===== src/include/axil_iob_consts.svh =====
`ifndef AXIL_IOB_CONSTS_SVH
`define AXIL_IOB_CONSTS_SVH

// AXI4-Lite byte address width, shared with the IOb side
`define AXIL_ADDR_W 8

// Data path width for both buses
`define DATA_W 32

// One strobe bit per byte lane
`define STRB_W 4

// Register bank size
`define RF_DEPTH 16

// Word index into the register bank, taken from address bits 5:2
`define RF_IDX_W 4

// Lowest address bit above the byte offset
`define RF_IDX_LSB 2

`endif


===== src/hdl/axil_pkg.sv =====
`include "axil_iob_consts.svh"
`default_nettype none

// Vector types seen on the AXI4-Lite slave port
package axil_pkg;

   // Byte address on AW and AR
   typedef logic [`AXIL_ADDR_W-1:0] axil_addr_t;

   // Write and read data
   typedef logic [`DATA_W-1:0] axil_data_t;

   // Byte lane enables on W
   typedef logic [`STRB_W-1:0] axil_strb_t;

   // BRESP and RRESP, only OKAY (2'b00) is ever returned here
   typedef logic [1:0] axil_resp_t;

endpackage

`default_nettype wire


===== src/hdl/iob_pkg.sv =====
`include "axil_iob_consts.svh"
`default_nettype none

// Vector types of the internal IOb bus and its register bank
package iob_pkg;

   // IOb byte address, same width as the AXI side
   typedef logic [`AXIL_ADDR_W-1:0] iob_addr_t;

   typedef logic [`DATA_W-1:0] iob_data_t;

   // Write strobes, all zero marks a read access
   typedef logic [`STRB_W-1:0] iob_strb_t;

   // Register bank word index
   typedef logic [`RF_IDX_W-1:0] rf_idx_t;

   // Register bank FSM, one busy cycle follows every write
   typedef enum logic {
      rf_idle,
      rf_wr_busy
   } rf_state_t;

endpackage

`default_nettype wire


===== src/hdl/axil2iob.sv =====
`timescale 1ns/100ps
`default_nettype none

module axil2iob
   import axil_pkg::*;
   import iob_pkg::*;
(
   input  wire        clk_i,
   input  wire        arst_n_i,

   // AXI4-Lite slave
   input  axil_addr_t axil_awaddr_i,
   input  wire        axil_awvalid_i,
   output logic       axil_awready_o,
   input  axil_data_t axil_wdata_i,
   input  axil_strb_t axil_wstrb_i,
   input  wire        axil_wvalid_i,
   output logic       axil_wready_o,
   output axil_resp_t axil_bresp_o,
   output logic       axil_bvalid_o,
   input  wire        axil_bready_i,
   input  axil_addr_t axil_araddr_i,
   input  wire        axil_arvalid_i,
   output logic       axil_arready_o,
   output axil_data_t axil_rdata_o,
   output axil_resp_t axil_rresp_o,
   output logic       axil_rvalid_o,
   input  wire        axil_rready_i,

   // IOb master
   output logic       iob_avalid_o,
   output iob_addr_t  iob_addr_o,
   output iob_data_t  iob_wdata_o,
   output iob_strb_t  iob_wstrb_o,
   input  wire        iob_ready_i,
   input  wire        iob_rvalid_i,
   input  iob_data_t  iob_rdata_i
);

   logic       rd_req;
   logic       wr_req;
   logic       wr_has_strb;
   logic       rd_acc;
   logic       wr_acc;

   logic       bvalid_q;
   logic       rvalid_q;
   logic       rd_pend_q;
   axil_data_t rdata_q;

   // Read side may start when nothing of a previous read is left
   assign rd_req = axil_arvalid_i & ~rvalid_q & ~rd_pend_q;

   // Writes yield to any offered read address
   assign wr_req = axil_awvalid_i & axil_wvalid_i & ~bvalid_q & ~rd_pend_q
                   & ~axil_arvalid_i;

   assign wr_has_strb = |axil_wstrb_i;

   assign rd_acc = rd_req & iob_ready_i;

   // An empty strobe write never reaches the bank, so it skips the ready wait
   assign wr_acc = wr_req & (~wr_has_strb | iob_ready_i);

   // IOb request, one access at a time
   assign iob_avalid_o = rd_req | (wr_req & wr_has_strb);
   assign iob_addr_o   = rd_req ? axil_araddr_i : axil_awaddr_i;
   assign iob_wdata_o  = axil_wdata_i;
   assign iob_wstrb_o  = rd_req ? '0 : axil_wstrb_i;

   // AW and W are taken together
   assign axil_awready_o = wr_acc;
   assign axil_wready_o  = wr_acc;
   assign axil_arready_o = rd_acc;

   // Always OKAY
   assign axil_bresp_o = 2'b00;
   assign axil_rresp_o = 2'b00;

   assign axil_bvalid_o = bvalid_q;
   assign axil_rvalid_o = rvalid_q;
   assign axil_rdata_o  = rdata_q;

   // Write response, held until the host takes it
   always_ff @(posedge clk_i or negedge arst_n_i) begin
      if (!arst_n_i) begin
         bvalid_q <= 1'b0;
      end else if (wr_acc) begin
         bvalid_q <= 1'b1;
      end else if (axil_bready_i) begin
         bvalid_q <= 1'b0;
      end
   end

   // Read in flight between accept and iob_rvalid
   always_ff @(posedge clk_i or negedge arst_n_i) begin
      if (!arst_n_i) begin
         rd_pend_q <= 1'b0;
      end else if (rd_acc) begin
         rd_pend_q <= 1'b1;
      end else if (iob_rvalid_i) begin
         rd_pend_q <= 1'b0;
      end
   end

   // rvalid follows iob_rvalid by a cycle and waits for rready
   always_ff @(posedge clk_i or negedge arst_n_i) begin
      if (!arst_n_i) begin
         rvalid_q <= 1'b0;
      end else if (iob_rvalid_i) begin
         rvalid_q <= 1'b1;
      end else if (axil_rready_i) begin
         rvalid_q <= 1'b0;
      end
   end

   // Only the returning read updates the data, so it holds under stall
   always_ff @(posedge clk_i) begin
      if (iob_rvalid_i) begin
         rdata_q <= iob_rdata_i;
      end
   end

endmodule

`default_nettype wire


===== src/hdl/axil_iob_top.sv =====
`timescale 1ns/100ps
`default_nettype none

module axil_iob_top
   import axil_pkg::*;
   import iob_pkg::*;
(
   input  wire        clk_i,
   input  wire        arst_n_i,

   input  axil_addr_t axil_awaddr_i,
   input  wire        axil_awvalid_i,
   output logic       axil_awready_o,
   input  axil_data_t axil_wdata_i,
   input  axil_strb_t axil_wstrb_i,
   input  wire        axil_wvalid_i,
   output logic       axil_wready_o,
   output axil_resp_t axil_bresp_o,
   output logic       axil_bvalid_o,
   input  wire        axil_bready_i,
   input  axil_addr_t axil_araddr_i,
   input  wire        axil_arvalid_i,
   output logic       axil_arready_o,
   output axil_data_t axil_rdata_o,
   output axil_resp_t axil_rresp_o,
   output logic       axil_rvalid_o,
   input  wire        axil_rready_i
);

   // Internal IOb bus
   logic      iob_avalid;
   iob_addr_t iob_addr;
   iob_data_t iob_wdata;
   iob_strb_t iob_wstrb;
   logic      iob_ready;
   logic      iob_rvalid;
   iob_data_t iob_rdata;

   axil2iob u_axil2iob (
      .clk_i          (clk_i),
      .arst_n_i       (arst_n_i),
      .axil_awaddr_i  (axil_awaddr_i),
      .axil_awvalid_i (axil_awvalid_i),
      .axil_awready_o (axil_awready_o),
      .axil_wdata_i   (axil_wdata_i),
      .axil_wstrb_i   (axil_wstrb_i),
      .axil_wvalid_i  (axil_wvalid_i),
      .axil_wready_o  (axil_wready_o),
      .axil_bresp_o   (axil_bresp_o),
      .axil_bvalid_o  (axil_bvalid_o),
      .axil_bready_i  (axil_bready_i),
      .axil_araddr_i  (axil_araddr_i),
      .axil_arvalid_i (axil_arvalid_i),
      .axil_arready_o (axil_arready_o),
      .axil_rdata_o   (axil_rdata_o),
      .axil_rresp_o   (axil_rresp_o),
      .axil_rvalid_o  (axil_rvalid_o),
      .axil_rready_i  (axil_rready_i),
      .iob_avalid_o   (iob_avalid),
      .iob_addr_o     (iob_addr),
      .iob_wdata_o    (iob_wdata),
      .iob_wstrb_o    (iob_wstrb),
      .iob_ready_i    (iob_ready),
      .iob_rvalid_i   (iob_rvalid),
      .iob_rdata_i    (iob_rdata)
   );

   iob_regfile u_iob_regfile (
      .clk_i        (clk_i),
      .arst_n_i     (arst_n_i),
      .iob_avalid_i (iob_avalid),
      .iob_addr_i   (iob_addr),
      .iob_wdata_i  (iob_wdata),
      .iob_wstrb_i  (iob_wstrb),
      .iob_ready_o  (iob_ready),
      .iob_rvalid_o (iob_rvalid),
      .iob_rdata_o  (iob_rdata)
   );

endmodule

`default_nettype wire


===== src/hdl/iob_regfile.sv =====
`timescale 1ns/100ps
`include "axil_iob_consts.svh"
`default_nettype none

module iob_regfile
   import iob_pkg::*;
(
   input  wire       clk_i,
   input  wire       arst_n_i,

   // IOb slave
   input  wire       iob_avalid_i,
   input  iob_addr_t iob_addr_i,
   input  iob_data_t iob_wdata_i,
   input  iob_strb_t iob_wstrb_i,
   output logic      iob_ready_o,
   output logic      iob_rvalid_o,
   output iob_data_t iob_rdata_o
);

   rf_state_t state_q;
   rf_state_t state_d;

   iob_data_t regs_q [`RF_DEPTH];

   rf_idx_t   idx;
   logic      acc;
   logic      is_write;
   logic      wr_acc;
   logic      rd_acc;

   logic      rvalid_q;
   iob_data_t rdata_q;

   // Word index only, upper address bits alias
   assign idx = iob_addr_i[`RF_IDX_LSB +: `RF_IDX_W];

   assign iob_ready_o = (state_q == rf_idle);

   assign acc      = iob_avalid_i & iob_ready_o;
   assign is_write = |iob_wstrb_i;
   assign wr_acc   = acc & is_write;
   assign rd_acc   = acc & ~is_write;

   // Busy for exactly one cycle after each write
   always_comb begin
      state_d = state_q;
      case (state_q)
         rf_idle: begin
            if (wr_acc) begin
               state_d = rf_wr_busy;
            end
         end
         rf_wr_busy: begin
            state_d = rf_idle;
         end
         default: begin
            state_d = rf_idle;
         end
      endcase
   end

   always_ff @(posedge clk_i or negedge arst_n_i) begin
      if (!arst_n_i) begin
         state_q <= rf_idle;
      end else begin
         state_q <= state_d;
      end
   end

   // Register array, byte lanes written under their strobe
   always_ff @(posedge clk_i or negedge arst_n_i) begin
      if (!arst_n_i) begin
         for (int i = 0; i < `RF_DEPTH; i++) begin
            regs_q[i] <= '0;
         end
      end else if (wr_acc) begin
         for (int b = 0; b < `STRB_W; b++) begin
            if (iob_wstrb_i[b]) begin
               regs_q[idx][8*b +: 8] <= iob_wdata_i[8*b +: 8];
            end
         end
      end
   end

   // One cycle pulse per accepted read
   always_ff @(posedge clk_i or negedge arst_n_i) begin
      if (!arst_n_i) begin
         rvalid_q <= 1'b0;
      end else begin
         rvalid_q <= rd_acc;
      end
   end

   always_ff @(posedge clk_i) begin
      if (rd_acc) begin
         rdata_q <= regs_q[idx];
      end
   end

   assign iob_rvalid_o = rvalid_q;
   assign iob_rdata_o  = rdata_q;

endmodule

`default_nettype wire


===== config.mk =====
export PLATFORM = sky130hd
export DESIGN_NAME = axil_iob_top
export DESIGN_NICKNAME = d
export VERILOG_FILES = /design/src/hdl/axil_pkg.sv /design/src/hdl/iob_pkg.sv /design/src/hdl/axil2iob.sv /design/src/hdl/axil_iob_top.sv /design/src/hdl/iob_regfile.sv
export VERILOG_INCLUDE_DIRS = /design/src /design/src/include
export SDC_FILE = /design/constraint.sdc
export NUM_CORES = 1
export LEC_CHECK = 0
export BUFFER_PORTS_ARGS = -buffer_cell sky130_fd_sc_hd__buf_2
export CORE_ASPECT_RATIO = 0.7
export CORE_MARGIN = 2
export CORE_UTILIZATION = 45
export CTS_CLUSTER_SIZE = 14
export DETAILED_ROUTE_END_ITERATION = 10
export PLACE_DENSITY_LB_ADDON = 0.08
export SLEW_MARGIN = 10
export SYNTH_ARGS = -nofsm -noshare
export SYNTH_HDL_FRONTEND = slang
export SYNTH_SLANG_ARGS = --single-unit
export TNS_END_PERCENT = 1

===== constraint.sdc =====
create_clock -name clk_i -period 9.6 [get_ports clk_i]
set_clock_uncertainty 0.1 [all_clocks]
set_input_delay 0.96 -clock clk_i [delete_from_list [all_inputs] [get_ports clk_i]]
set_output_delay 0.96 -clock clk_i [all_outputs]
set_load 0.005 [all_outputs]

==> metrics <==
status completed; Post-Syn Area 27500 um^2; CTS Root Cell clkbuf_16; Layout area overhead 11.2%; global route overflow 0; Final TNS setup 0 ps; Slew Limit Headroom 0.252; Final min period 4500 ps; synthesized instance count 1939; worst-path fanout max 48; Core ar. 60200 um^2; Vias between 15000 and 20000; fin area 30600 um^2; worst path bufs/invs 2; pwr dens 208 nW/um^2; via count of the first global-routing pass 17120; area fraction of the dominant cell type after synthesis 0.470; RD Place Congestion 0.763; CP delay by family, top simple AND/OR/NAND/NOR gates; Sw Share 0.278; first-pass GRT wire length 110000 um; Max-Cap Viols 0; main flop type after synthesis dfrtp_1; WP data required 10010 ps; largest net degree at the start of global routing 160; synth cell count leaders 517 x dfrtp_1, 515 x mux2_2, 197 x nand2_1; fin crit share 0.469; antenna violations before repair 4; vias per cell 5.93; top-count cell post-synth dfrtp_1; leak pwr 0.0137 uW; Die Width 300 um; Total Power 6370 uW; H-tree Lvls 2; GRT Util Overall 0.233; row count 75; FF+latch count, synth 581; Starting Density 0.457; Fin. Hold Viols 0; share of power burned in the clock network 0.362; Final setup viols 0; crit path DAT 4920 ps; part of the Yosys area used for sequential elements 0.540; Max stage delay on crit path about 670 ps; Mean Syn Cell Area approximately 14 um^2; Synth area leaders dfrtp_1 47%, mux2_2 21%, mux4_2 10%, edfxtp_1 7.0%, nand2_1 2.7%; number of synthesized flops with an enable pin 64; Final Slew Violations 0; Placed Area 28700 um^2; Ports 100; RSZ-0062 raised after global routing false; CP dominant cell by count buf_4; Antenna Nets Post-Route 0; CP max-delay cell mux2i_4; FFs w/ async S/R, synth 0.890; Worst Setup Start Kind flip-flop; TritonCTS Buffers 59; Slew @ Worst Pin 1120 ps; DRT Pass-1 Iters 5; Setup Crit Path Kind reg -> reg; post-CTS setup buffers 0; layout cells sized above 1 0.449; top cell type by total area after synthesis dfrtp_1; Post-Route WL 72500 um; Skew-Pair Late Insertion Delay 630 ps; CTS Buffer Depth 3; IO buf count 87; distinct cell type count after synthesis 39; Die Y around 210 um; CTS tree done; Nets approximately 2000; Die Area approximately 63000 um^2; Register-to-Register Setup Slack between 5000 and 6000 ps; hold-fix buffer count after cts 0; Hold Path Class reg -> reg; clock-pin slew on the worst setup and hold paths 60 ps; P_sw 1770 uW; number of gates resized after cts 0; setup slack after layout 5100 ps; CP endpoint kind flip-flop; Place WS 4500 ps; register share of total power 0.472; WL per Instance about 26 um; Comb power frac 0.166; DRC errors left 0; peak supply drop 0.000142 V; synthesis warning total 0; post-DP HPWL 44600 um; Internal 4600 uW; critical path, cell by cell or3b_2, buf_4, mux2i_4, buf_4, nand2_1, nor2_2, mux2_2; initial DRC count between 1000 and 1500; clock sink count between 500 and 600; fmax 222 MHz
layout make-up:
class / count / area [um^2]
Sequential cell: 581 / 14900
Antenna cell: 1 / 2.50
Inverter: 4 / 15.0
Clock inverter: 23 / 221
Fill cell: 5151 / 29600
Clock buffer: 89 / 1700
Multi-Input combinational cell: 1212 / 12200
Timing Repair Buffer: 112 / 656
Tap cell: 808 / 1010
power groups by stage:
| stage | logic [uW] | registers [uW] | clock network, uW |
|---|---|---|---|
| final | 1060 | 3010 | 2310 |
| after detailed placement | 1070 | 3050 | 0 |
| after global routing | 1140 | 3040 | 2470 |
| after global placement | 1050 | 3030 | 0 |
| after CTS | 1070 | 3000 | 2360 |
| after floorplan | 681 | 2980 | 0 |
sequential cells by signal, summed over array words and instances, names as in the netlist:
signal                      count
u_axil2iob.axil_bvalid_o        1
u_iob_regfile.regs_q          512
u_axil2iob.axil_rdata_o        32
u_axil2iob.axil_rvalid_o        1
u_iob_regfile.state_q           1
u_iob_regfile.iob_rvalid_o      1
u_iob_regfile.iob_rdata_o      32
u_axil2iob.rd_pend_q            1
stage by stage:
step / cells / hold WS (ps) / utilization
after global placement: 2717 / 303 / 0.476
after floorplan: 1942 / 300 / -
after detailed placement: 2717 / 305 / 0.476
after global routing: 2829 / 305 / 0.508
final: 2830 / 309 / 0.508
after CTS: 2829 / 306 / 0.508
logic make-up (layout without fill, tap and decap cells):
family	after synthesis	in the layout	share of synthesized area
AO/OA/AOI/OAI	200	200	0.0471
buffers and inverters	149	228	0.0226
flip-flops	581	581	0.540
multiplexers	684	684	0.331
other	1	5	0.000136
AND/OR/NAND/NOR	324	324	0.0597
path summary, 6_finish.rpt:
path / start / end / cells past startpoint
max: u_axil2iob.axil_rvalid_o$_DFFE_PN0P_ / u_iob_regfile.regs_q[427]$_DFFE_PN0P_ / 7
min: u_iob_regfile.iob_rdata_o[7]$_DFFE_PP_ / u_axil2iob.axil_rdata_o[7]$_DFFE_PP_ / 0
max reg2reg: u_axil2iob.axil_rvalid_o$_DFFE_PN0P_ / u_iob_regfile.regs_q[427]$_DFFE_PN0P_ / 7
min reg2reg: u_iob_regfile.iob_rdata_o[7]$_DFFE_PP_ / u_axil2iob.axil_rdata_o[7]$_DFFE_PP_ / 0
max in group asynchronous: arst_n_i / u_iob_regfile.regs_q[125]$_DFFE_PN0P_ / 3
min in group asynchronous: arst_n_i / u_iob_regfile.regs_q[489]$_DFFE_PN0P_ / 1
metal layers:
layer / vias up / GRT usage / routed length [um] / part of all wire
li1: 7298 / - / - / -
met1: 9006 / 0.354 / 35200 / 0.49
met2: 360 / 0.347 / 31900 / 0.44
met3: 109 / 0.0381 / 3710 / 0.051
met4: 0 / 0.0631 / 1730 / 0.024
met5: - / 0 / 0 / 0
cells in the final DEF (no fill, tap or decap), types with 2 or more instances in the layout:
cell and count:
nand2_1 197, a21oi_1 64, dfrtp_1 516, clkbuf_8 9, and3_1 32, bufinv_16 4
buf_4 28, nor2_1 3, nor3b_1 2, buf_2 82, o22ai_1 33, a22oi_1 31
a32oi_1 32, mux2i_1 36, conb_1 4, mux2i_4 5, clkinv_2 7, mux2_2 514
a21o_1 4, nor2_2 32, nand3b_1 3, nand2b_1 18, clkbuf_1 20, clkinv_1 9
clkbuf_16 60, nor3_1 2, nand3_2 8, inv_1 4, mux4_2 128, a31oi_1 32
nand2_2 2, nor2_4 17, edfxtp_1 64
Power figures use the tool's default switching activity.
